<file path="config.mk">
export PLATFORM = sky130hd
export DESIGN_NAME = dcache_top
export DESIGN_NICKNAME = d
export VERILOG_FILES = /design/src/dcache_addr_pkg.sv /design/src/dcache_ctrl_pkg.sv /design/src/dcache_way_ram.sv /design/src/dcache_store_merge.sv /design/src/dcache_miss_ctrl.sv /design/src/dcache_top.sv
export VERILOG_INCLUDE_DIRS = /design/src
export SDC_FILE = /design/constraint.sdc
export NUM_CORES = 2
export LEC_CHECK = 0
export BUFFER_PORTS_ARGS = -buffer_cell sky130_fd_sc_hd__buf_2
export CAP_MARGIN = 15
export CORE_MARGIN = 1.5
export CORE_UTILIZATION = 40
export DETAILED_ROUTE_END_ITERATION = 12
export GPL_TIMING_DRIVEN = 0
export PLACE_DENSITY = 0.57
export SYNTH_ARGS = -nofsm -noshare
export SYNTH_HDL_FRONTEND = slang
export SYNTH_MEMORY_MAX_BITS = 65536
export SYNTH_SLANG_ARGS = --single-unit
</file>
<file path="constraint.sdc">
create_clock -name clk -period 11.8 [get_ports clk]
set_clock_uncertainty 0.05 [all_clocks]
set_input_delay 0.59 -clock clk [delete_from_list [all_inputs] [get_ports clk]]
set_output_delay 0.59 -clock clk [all_outputs]
set_load 0.02 [all_outputs]
</file>
<file path="src/dcache_config.svh">
`ifndef DCACHE_CONFIG_SVH
`define DCACHE_CONFIG_SVH

// byte address width of the load/store unit
`define DCACHE_ADDR_WIDTH 32

// one line is four 32-bit words
`define DCACHE_LINE_BYTES 16

// small on purpose, so a short trace can force evictions
`define DCACHE_NSET 16

`define DCACHE_NWAY 2

// victim choice
`define DCACHE_LFSR_WIDTH 16

`endif

</file>
<file path="src/dcache_addr_pkg.sv">
`include "dcache_config.svh"

package dcache_addr_pkg;

    localparam int OFFSET_W = $clog2(`DCACHE_LINE_BYTES);
    localparam int INDEX_W = $clog2(`DCACHE_NSET);
    localparam int TAG_W = `DCACHE_ADDR_WIDTH - INDEX_W - OFFSET_W;

    // byte address as seen by the cpu and the memory port
    typedef logic [`DCACHE_ADDR_WIDTH-1:0] addr_t;

    typedef logic [31:0] word_t;

    typedef logic [8*`DCACHE_LINE_BYTES-1:0] line_t;

    // one enable per byte of a line
    typedef logic [`DCACHE_LINE_BYTES-1:0] line_be_t;

    // address fields, msb to lsb: tag, index, offset
    typedef logic [TAG_W-1:0] tag_t;
    typedef logic [INDEX_W-1:0] index_t;
    typedef logic [OFFSET_W-1:0] offset_t;

endpackage

</file>
<file path="src/dcache_ctrl_pkg.sv">
`include "dcache_config.svh"

package dcache_ctrl_pkg;

    // all zero on a load
    typedef logic [3:0] wstrb_t;

    typedef logic [$clog2(`DCACHE_NWAY)-1:0] way_t;

    typedef logic [`DCACHE_LFSR_WIDTH-1:0] lfsr_t;

    typedef enum logic [1:0] {
        IDLE,
        WRITEBACK,
        REFILL_REQ,
        REFILL_WAIT
    } miss_state_e;

endpackage

</file>
<file path="src/dcache_way_ram.sv">
`include "dcache_config.svh"

module dcache_way_ram
    import dcache_addr_pkg::*;
(
    input  logic     clk,
    input  logic     rst,
    input  logic     rd_en_i,
    input  index_t   rd_index_i,
    input  index_t   wr_index_i,
    input  logic     tag_we_i,
    input  tag_t     tag_wdata_i,
    input  logic     valid_wdata_i,
    input  logic     dirty_wdata_i,
    input  line_be_t data_be_i,
    input  line_t    data_wdata_i,
    output tag_t     tag_o,
    output logic     valid_o,
    output logic     dirty_o,
    output line_t    data_o
);

    tag_t       tag_mem   [`DCACHE_NSET];
    logic       valid_mem [`DCACHE_NSET];
    logic       dirty_mem [`DCACHE_NSET];
    logic [7:0] data_mem  [`DCACHE_NSET][`DCACHE_LINE_BYTES];

    always_ff @(posedge clk) begin
        if (tag_we_i) begin
            tag_mem[wr_index_i] <= tag_wdata_i;
            valid_mem[wr_index_i] <= valid_wdata_i;
            dirty_mem[wr_index_i] <= dirty_wdata_i;
        end
        for (int b = 0; b < `DCACHE_LINE_BYTES; b++) begin
            if (data_be_i[b]) begin
                data_mem[wr_index_i][b] <= data_wdata_i[b*8 +: 8];
            end
        end
    end

    // outputs hold while the pipeline is stalled
    always_ff @(posedge clk) begin
        if (rd_en_i) begin
            tag_o <= tag_mem[rd_index_i];
            valid_o <= valid_mem[rd_index_i];
            dirty_o <= dirty_mem[rd_index_i];
            for (int b = 0; b < `DCACHE_LINE_BYTES; b++) begin
                data_o[b*8 +: 8] <= data_mem[rd_index_i][b];
            end
        end
    end

    // control state in the parent has settled one edge into reset
    assert property (@(posedge clk) rst ##1 rst |-> !tag_we_i && data_be_i == '0)
        else $error("way array written during reset");

endmodule

</file>
<file path="src/dcache_store_merge.sv">
module dcache_store_merge
    import dcache_addr_pkg::*;
    import dcache_ctrl_pkg::*;
(
    input  line_t    line_i,
    input  offset_t  offset_i,
    input  wstrb_t   wstrb_i,
    input  word_t    wdata_i,
    output line_t    line_o,
    output line_be_t line_be_o
);

    localparam int WORD_BYTES = $bits(wstrb_t);
    localparam int LINE_WORDS = $bits(line_be_t) / WORD_BYTES;
    localparam int SEL_W = $clog2(LINE_WORDS);

    logic [SEL_W-1:0] word_sel;

    // word slot from the upper offset bits
    assign word_sel = offset_i[$bits(offset_t)-1 -: SEL_W];

    always_comb begin
        line_be_o = '0;
        line_be_o[word_sel*WORD_BYTES +: WORD_BYTES] = wstrb_i;
        for (int b = 0; b < $bits(line_be_t); b++) begin
            // store data is lane aligned, so every slot sees the same word
            if (line_be_o[b]) begin
                line_o[b*8 +: 8] = wdata_i[(b % WORD_BYTES)*8 +: 8];
            end else begin
                line_o[b*8 +: 8] = line_i[b*8 +: 8];
            end
        end
    end

    // byte, aligned halfword or full word only
    always_comb begin
        assert final ($isunknown(wstrb_i) || wstrb_i inside {
            4'b0000, 4'b0001, 4'b0010, 4'b0100, 4'b1000,
            4'b0011, 4'b1100, 4'b1111
        })
            else $error("illegal store strobe %b", wstrb_i);
    end

endmodule

</file>
<file path="src/dcache_miss_ctrl.sv">
module dcache_miss_ctrl
    import dcache_addr_pkg::*;
    import dcache_ctrl_pkg::*;
(
    input  logic   clk,
    input  logic   rst,
    input  logic   miss_i,
    input  logic   victim_dirty_i,
    input  tag_t   victim_tag_i,
    input  index_t index_i,
    input  addr_t  line_addr_i,
    input  logic   mem_rd_valid_i,
    output logic   busy_o,
    output logic   refill_o,
    output way_t   victim_way_o,
    output logic   mem_rd_req_o,
    output addr_t  mem_rd_addr_o,
    output logic   mem_wr_req_o,
    output addr_t  mem_wr_addr_o
);

    localparam int LFSR_W = $bits(lfsr_t);

    miss_state_e state;
    miss_state_e next_state;
    lfsr_t       lfsr;
    way_t        victim_way_q;

    // x^16 + x^14 + x^13 + x^11 + 1, free running
    always_ff @(posedge clk) begin
        if (rst) begin
            lfsr <= lfsr_t'(16'hace1);
        end else begin
            lfsr <= {lfsr[LFSR_W-2:0], lfsr[15] ^ lfsr[13] ^ lfsr[12] ^ lfsr[10]};
        end
    end

    always_ff @(posedge clk) begin
        if (rst) begin
            state <= IDLE;
        end else begin
            state <= next_state;
        end
    end

    always_comb begin
        next_state = state;
        case (state)
            IDLE: begin
                if (miss_i) begin
                    next_state = WRITEBACK;
                end
            end
            // victim tag and dirty bit are valid here, one cycle after the choice
            WRITEBACK: begin
                next_state = REFILL_REQ;
            end
            REFILL_REQ: begin
                next_state = REFILL_WAIT;
            end
            REFILL_WAIT: begin
                if (mem_rd_valid_i) begin
                    next_state = IDLE;
                end
            end
            default: begin
                next_state = IDLE;
            end
        endcase
    end

    // victim is fixed for the whole miss
    always_ff @(posedge clk) begin
        if (rst) begin
            victim_way_q <= '0;
        end else if (state == IDLE && miss_i) begin
            victim_way_q <= lfsr[$bits(way_t)-1:0];
        end
    end

    assign busy_o = state != IDLE;
    assign victim_way_o = victim_way_q;

    // clean victims are dropped without a memory write
    assign mem_wr_req_o = state == WRITEBACK && victim_dirty_i;
    assign mem_wr_addr_o = {victim_tag_i, index_i, offset_t'(0)};

    assign mem_rd_req_o = state == REFILL_REQ;
    assign mem_rd_addr_o = line_addr_i;

    assign refill_o = state == REFILL_WAIT && mem_rd_valid_i;

    assert property (@(posedge clk) disable iff (rst) mem_rd_valid_i |-> state == REFILL_WAIT)
        else $error("refill data without an outstanding read");

endmodule

</file>
<file path="src/dcache_top.sv">
`include "dcache_config.svh"

module dcache_top
    import dcache_addr_pkg::*;
    import dcache_ctrl_pkg::*;
(
    input  logic   clk,
    input  logic   rst,
    input  logic   req_valid_i,
    input  addr_t  req_addr_i,
    input  wstrb_t req_wstrb_i,
    input  word_t  req_wdata_i,
    output logic   ready_o,
    output logic   resp_valid_o,
    output word_t  resp_rdata_o,
    output logic   mem_rd_req_o,
    output addr_t  mem_rd_addr_o,
    input  logic   mem_rd_valid_i,
    input  line_t  mem_rd_line_i,
    output logic   mem_wr_req_o,
    output addr_t  mem_wr_addr_o,
    output line_t  mem_wr_line_o
);

    localparam int NWAY = `DCACHE_NWAY;
    localparam int WORD_LSB = $clog2($bits(word_t) / 8);

    logic    accept;
    index_t  req_index;
    logic    p2_valid;
    addr_t   p2_addr;
    wstrb_t  p2_wstrb;
    word_t   p2_wdata;
    tag_t    p2_tag;
    index_t  p2_index;
    offset_t p2_offset;

    tag_t  way_tag   [NWAY];
    logic  way_valid [NWAY];
    logic  way_dirty [NWAY];
    line_t way_data  [NWAY];

    logic [NWAY-1:0] hit_way;
    way_t     hit_idx;
    line_t    hit_line;
    logic     hit_valid;
    logic     store_hit;
    logic     miss;
    line_t    hit_merged;
    line_be_t hit_be;
    line_t    refill_merged;

    logic     sweep_on;
    logic     sweep_done;
    index_t   sweep_cnt;
    logic     busy;
    logic     refill;
    way_t     victim_way;
    logic     victim_dirty;
    tag_t     victim_tag;
    logic     wr_en;
    way_t     wr_way;
    index_t   wr_index;
    line_t    wr_line;
    line_be_t wr_be;
    logic     dirty_wdata;
    line_t    resp_line;
    word_t    resp_word;

    assign req_index = req_addr_i[OFFSET_W +: INDEX_W];
    assign p2_tag = p2_addr[OFFSET_W+INDEX_W +: TAG_W];
    assign p2_index = p2_addr[OFFSET_W +: INDEX_W];
    assign p2_offset = p2_addr[OFFSET_W-1:0];

    always_comb begin
        hit_way = '0;
        hit_idx = '0;
        hit_line = way_data[0];
        for (int w = 0; w < NWAY; w++) begin
            hit_way[w] = way_valid[w] && way_tag[w] == p2_tag;
            if (hit_way[w]) begin
                hit_idx = way_t'(w);
                hit_line = way_data[w];
            end
        end
    end

    assign hit_valid = p2_valid && |hit_way;
    assign store_hit = hit_valid && p2_wstrb != '0;
    assign miss = p2_valid && !(|hit_way);

    // a store hit writes the arrays at the end of its compare cycle
    assign ready_o = sweep_done && !busy && !miss && !store_hit;
    assign accept = req_valid_i && ready_o;

    // a missing request stays here until its refill returns
    always_ff @(posedge clk) begin
        if (rst) begin
            p2_valid <= 1'b0;
        end else if (ready_o) begin
            p2_valid <= req_valid_i;
        end else if (store_hit || refill) begin
            p2_valid <= 1'b0;
        end
    end

    always_ff @(posedge clk) begin
        if (accept) begin
            p2_addr <= req_addr_i;
            p2_wstrb <= req_wstrb_i;
            p2_wdata <= req_wdata_i;
        end
    end

    // clears every valid bit, one set per cycle once reset is released
    always_ff @(posedge clk) begin
        if (rst) begin
            sweep_on <= 1'b0;
            sweep_done <= 1'b0;
            sweep_cnt <= '0;
        end else if (!sweep_done) begin
            sweep_on <= 1'b1;
            if (sweep_on) begin
                sweep_cnt <= sweep_cnt + 1'b1;
                if (sweep_cnt == index_t'(`DCACHE_NSET - 1)) begin
                    sweep_on <= 1'b0;
                    sweep_done <= 1'b1;
                end
            end
        end
    end

    assign wr_en = store_hit || refill;
    assign wr_way = refill ? victim_way : hit_idx;
    assign wr_line = refill ? refill_merged : hit_merged;
    assign wr_be = refill ? '1 : hit_be;
    assign wr_index = sweep_on ? sweep_cnt : p2_index;
    assign dirty_wdata = !sweep_on && p2_wstrb != '0;

    for (genvar w = 0; w < NWAY; w++) begin : g_way
        logic sel;

        assign sel = wr_en && wr_way == way_t'(w);

        dcache_way_ram u_way_ram (
            .clk          (clk),
            .rst          (rst),
            .rd_en_i      (accept),
            .rd_index_i   (req_index),
            .wr_index_i   (wr_index),
            .tag_we_i     (sweep_on || sel),
            .tag_wdata_i  (p2_tag),
            .valid_wdata_i(!sweep_on),
            .dirty_wdata_i(dirty_wdata),
            .data_be_i    (sel ? wr_be : '0),
            .data_wdata_i (wr_line),
            .tag_o        (way_tag[w]),
            .valid_o      (way_valid[w]),
            .dirty_o      (way_dirty[w]),
            .data_o       (way_data[w])
        );
    end

    dcache_store_merge u_hit_merge (
        .line_i   (hit_line),
        .offset_i (p2_offset),
        .wstrb_i  (p2_wstrb),
        .wdata_i  (p2_wdata),
        .line_o   (hit_merged),
        .line_be_o(hit_be)
    );

    // all bytes of a refill are written, so the enables are not needed
    dcache_store_merge u_refill_merge (
        .line_i   (mem_rd_line_i),
        .offset_i (p2_offset),
        .wstrb_i  (p2_wstrb),
        .wdata_i  (p2_wdata),
        .line_o   (refill_merged),
        .line_be_o()
    );

    assign victim_dirty = way_valid[victim_way] && way_dirty[victim_way];
    assign victim_tag = way_tag[victim_way];
    assign mem_wr_line_o = way_data[victim_way];

    dcache_miss_ctrl u_miss_ctrl (
        .clk           (clk),
        .rst           (rst),
        .miss_i        (miss),
        .victim_dirty_i(victim_dirty),
        .victim_tag_i  (victim_tag),
        .index_i       (p2_index),
        .line_addr_i   ({p2_tag, p2_index, offset_t'(0)}),
        .mem_rd_valid_i(mem_rd_valid_i),
        .busy_o        (busy),
        .refill_o      (refill),
        .victim_way_o  (victim_way),
        .mem_rd_req_o  (mem_rd_req_o),
        .mem_rd_addr_o (mem_rd_addr_o),
        .mem_wr_req_o  (mem_wr_req_o),
        .mem_wr_addr_o (mem_wr_addr_o)
    );

    // loads answer from the hit way, or straight from the returning line
    assign resp_valid_o = hit_valid || refill;
    assign resp_line = refill ? mem_rd_line_i : hit_line;
    assign resp_word = resp_line[p2_offset[OFFSET_W-1:WORD_LSB]*$bits(word_t) +: $bits(word_t)];
    assign resp_rdata_o = (resp_valid_o && p2_wstrb == '0) ? resp_word : '0;

    assert property (@(posedge clk) disable iff (rst) !(req_valid_i && !ready_o))
        else $error("request offered while the cache is stalled");

endmodule

</file>
==> reports/metrics.yaml <==
via_count_of_the_first_global_routing_pass: 107000
grt_use_met2: 0.415
library_cells_used_by_synthesis: 50
synth.area.top_cells: "sky130_fd_sc_hd__edfxtp_1, sky130_fd_sc_hd__mux4_2, sky130_fd_sc_hd__mux2_2, sky130_fd_sc_hd__nor2_1, sky130_fd_sc_hd__clkbuf_1"
finish.instance_area_sq_mm: 0.243
synthCells: 9299
worst_path_largest_cell_delay_ps: 930
timing.max_cap.violations: 0
synth_ff_type: "sky130_fd_sc_hd__edfxtp_1"
reg2reg_depth: 11
clock_tree.root_cell: "sky130_fd_sc_hd__clkbuf_16"
dr_total_vias: 112000
hold_viol: 0
initial_utilization: 0.401
place.detailed.instances: 16900
detailedRoute.firstPassIterationCount: 9
number_of_buffers_created_by_cts: 558
cp_cell_sequence: "buf_16 > xnor2_1 > nand4_1 > nor4b_4 > clkbuf_2 > buf_16 > clkbuf_1 > nand3_1 > a31oi_1 > mux2i_1 > o22ai_1 > buf_2"
tightestPinTransition_ps: 1440
yosys_warnings: 0
grt_util_met3: 0.0838
detailed_place.area_sq_mm: 0.223
critPathSlowestCell: "sky130_fd_sc_hd__o22ai_1"
hpwlAfterDp_mm: 542
timing.max_slew.rel_slack: 0.0399
crit_type: "flip-flop to primary output"
worst_skew_pair.late_latency_ps: 1110
design_power_total_w: 0.0396
required_ps: 11160
yosys.area.top_type_share: 0.767
critical_path.most_common_cell: "sky130_fd_sc_hd__buf_16"
count_of_antenna_violating_nets_left_after_detailed_routing: 0
gr-usage-all-layers: 0.277
die_w_um: 723
cts.repair_timing.setup_buffer_count: 0
nFillCells: 42200
detail_route.drc_violations: 0
core_sq_mm: 0.517
clock_path_buffers: 4
grt_first_pass_wirelength_mm: 964
fin_nets: 10800
powerDensity_mw_per_mm2: 163
design.die.area_sq_mm: 0.523
critPathLaunchType: "flip-flop"
timing.reg2reg.setup_slack_ps: 5190
cts_tree: "done"
grt_max_degree: 92
report.final.setup_viol: 0
regToRegStartpoint: "p2_addr[21]$_DFFE_PP_"
global_route.peak_usage_layer: "met2"
path_max_fanout: 18
grt_overflow: 0
cellLeakagePower_nw: 75.7
crit_buf_inv: 5
number_of_buffer_cells_added_on_primary_ports: 416
maxClockFrequency_ghz: 0.120
worstSetupPathDepth: 12
routed_via_density: 6.19
gp_routability_congestion: 0.979
drive_above_1_share: 0.319
post-synth-top-area-cell: "sky130_fd_sc_hd__edfxtp_1"
setup_total_negative_slack_ps: 0
sequential_cell_area_sq_mm: 0.160
antenna_found_initial: 114
synth_sequential_area_ratio: 0.770
cts.clk_slew.worst_paths_ps: 60
number_of_synthesized_register_bits: 5328
clock_sinks: 5328
initial_drc_count: 19700
critical_path.endpoint_type: "primary output"
multiInputGateArea_sq_mm: 0.0456
worst_setup_path_endpoint: "resp_rdata_o[23]"
layout_worst_path_cycle_share: 0.708
syn2layout_area_growth_pct: 17.1
rsz0062_at_grt: "no"
finish.cell_count_without_fillers: 18100
die_h_um: 723
core.rowCount: 264
drt-wirelength-per-cell_um: 40.7
syn-mean-instance-area_sq_um: 22.3
finalWirelength_mm: 739
ys_async_sr_fraction: 0
timing.final.max_slew_violations: 0
path_class_of_the_lowest_slack_min_delay_path: "input pin to flip-flop"
deepest_level_of_the_cts_h_tree: 6
cts_repair_resize_count: 0
worst_ep_arrival_time_ps: 7710
run_status: "completed"
irDropWorstVdd_mv: 0.178
ios: 428
crit_path_start: "p2_addr[29]$_DFFE_PP_"
r2r_end: "g_way[0].u_way_ram.tag_mem[6][17]$_DFFE_PP_"
cell_family_contributing_the_most_delay_on_the_critical_path: "buffers and inverters"
met1_usage: 0.360
synth.cell_area_sq_mm: 0.208
synth-edff-count: 5302
period_needed_ps: 8350
==> synth_stat cells (all sizes together) (4+ instances only) <==
library cell and count:
or2 7, nand4 12, a31oi 125, buf 160, xnor2 34, o22ai 33
nand3 137, a211oi 35, xor2 20, nor4 5, ha 11, mux2i 99
and2 4, nor2 698, inv 13, clkbuf 446, edfxtp 5302, a21oi 44
mux2 276, mux4 1505, nor2b 44, dfxtp 26, nand2 92, o21ai 142
==> registers in the layout (all words and copies together), names as in the netlist <==
signal	cells
g_way.u_way_ram.data_mem	4096
g_way.u_way_ram.tag_o	48
sweep_on	1
sweep_cnt	4
g_way.u_way_ram.valid_mem	32
p2_addr	30
p2_valid	1
sweep_done	1
g_way.u_way_ram.valid_o	2
g_way.u_way_ram.data_o	256
u_miss_ctrl.lfsr	16
p2_wdata	32
g_way.u_way_ram.dirty_o	2
p2_wstrb	4
u_miss_ctrl.victim_way_o	1
u_miss_ctrl.state	2
g_way.u_way_ram.tag_mem	768
g_way.u_way_ram.dirty_mem	32
==> metrics by stage <==
step                worst slack [ps]  hold slack, ps   util
CTS                             3220            81.5  0.468
detailed placement              4330             353  0.432
floorplan                       1980             339      -
global route                    3700             121  0.469
global placement               -6830             340  0.422
finish                          3450             144  0.470
==> kinds of logic after synthesis <==
group | Yosys count | share of synthesized area
xor gates and xnor gates | 54 | 0.00228
other | 1 | 0.0000181
and+or+nand+nor | 1014 | 0.0208
adders and majority gates | 11 | 0.000663
buffers and inverters | 619 | 0.0123
DFF | 5328 | 0.770
muxes | 1880 | 0.183
AOI/OAI and AO/OA | 392 | 0.0111
==> what timing repair did <==
item                                   CTS  global route
setup endpoints to repair                0             0
endpoints found under the hold margin   75             0
hold buffers                            69             0
==> cell usage in the layout (no fill, tap or decap), types with 12 or more instances in the layout <==
| master | netlist | final |
|---|---|---|
| sky130_fd_sc_hd__clkinv_1 | 0 | 122 |
| sky130_fd_sc_hd__dlygate4sd3_1 | 0 | 69 |
| sky130_fd_sc_hd__nand2_1 | 81 | 81 |
| sky130_fd_sc_hd__nand3_1 | 137 | 137 |
| sky130_fd_sc_hd__nor2_1 | 698 | 665 |
| sky130_fd_sc_hd__a211oi_1 | 35 | 35 |
| sky130_fd_sc_hd__mux2_2 | 276 | 276 |
| sky130_fd_sc_hd__o21ai_0 | 133 | 133 |
| sky130_fd_sc_hd__clkinv_8 | 0 | 21 |
| sky130_fd_sc_hd__dfxtp_1 | 26 | 26 |
| sky130_fd_sc_hd__buf_12 | 0 | 100 |
| sky130_fd_sc_hd__clkbuf_16 | 0 | 571 |
| sky130_fd_sc_hd__buf_1 | 70 | 64 |
| sky130_fd_sc_hd__bufinv_16 | 0 | 41 |
| sky130_fd_sc_hd__buf_4 | 41 | 64 |
| sky130_fd_sc_hd__buf_16 | 0 | 78 |
| sky130_fd_sc_hd__buf_2 | 48 | 470 |
| sky130_fd_sc_hd__xnor2_1 | 34 | 34 |
| sky130_fd_sc_hd__clkbuf_2 | 0 | 121 |
| sky130_fd_sc_hd__xor2_1 | 20 | 20 |
| sky130_fd_sc_hd__nor2_4 | 0 | 32 |
| sky130_fd_sc_hd__nand4_1 | 12 | 12 |
| sky130_fd_sc_hd__clkbuf_1 | 446 | 429 |
| sky130_fd_sc_hd__mux4_2 | 1505 | 1505 |
| sky130_fd_sc_hd__inv_1 | 13 | 12 |
| sky130_fd_sc_hd__buf_6 | 1 | 15 |
| sky130_fd_sc_hd__diode_2 | 0 | 168 |
| sky130_fd_sc_hd__buf_8 | 0 | 56 |
| sky130_fd_sc_hd__mux2i_1 | 99 | 99 |
| sky130_fd_sc_hd__inv_6 | 0 | 19 |
| sky130_fd_sc_hd__edfxtp_1 | 5302 | 5302 |
| sky130_fd_sc_hd__clkinvlp_4 | 0 | 13 |
| sky130_fd_sc_hd__a31oi_1 | 125 | 115 |
| sky130_fd_sc_hd__nor2b_1 | 44 | 44 |
| sky130_fd_sc_hd__clkinv_2 | 0 | 92 |
| sky130_fd_sc_hd__o22ai_1 | 33 | 33 |
| sky130_fd_sc_hd__a21oi_1 | 44 | 40 |
==> power by group <==
part	internal (W)	switching [W]	leakage [nW]
Combinational	0.000692	0.000978	19.1
Clock	0.00981	0.00754	8.65
Sequential	0.0206	0.00000909	47.9
==> layout make-up <==
cell class                 instances  area share
antenna                          168     0.00173
tap                             6916      0.0356
multi-input combinational       3359       0.188
sequential                      5328       0.657
clock inverter                   323      0.0126
clock buffer                     676      0.0604
timing repair buffer             757      0.0333
inverter                          13    0.000232
buffer                           606      0.0109
==> per-layer routing <==
metal  wire length, um  up-vias
li1                  -    42000
met1            265000    60300
met2            334000     8452
met3             91800     1582
met4             47600       28
met5               232        -
==> worst min path at each step <==
stage | start | slack (ps) | endpoint | cells after the start
floorplan | u_miss_ctrl.lfsr[9]$_SDFF_PP0_ | 340 | u_miss_ctrl.lfsr[10]$_SDFF_PP1_ | 1
global placement | u_miss_ctrl.lfsr[9]$_SDFF_PP0_ | 340 | u_miss_ctrl.lfsr[10]$_SDFF_PP1_ | 1
detailed placement | u_miss_ctrl.lfsr[9]$_SDFF_PP0_ | 350 | u_miss_ctrl.lfsr[10]$_SDFF_PP1_ | 1
CTS | req_wdata_i[5] | 80 | p2_wdata[5]$_DFFE_PP_ | 2
global route | req_wdata_i[28] | 120 | p2_wdata[28]$_DFFE_PP_ | 2
finish | req_wstrb_i[3] | 140 | p2_wstrb[3]$_DFFE_PP_ | 2
(Power assumes the default switching activity.)
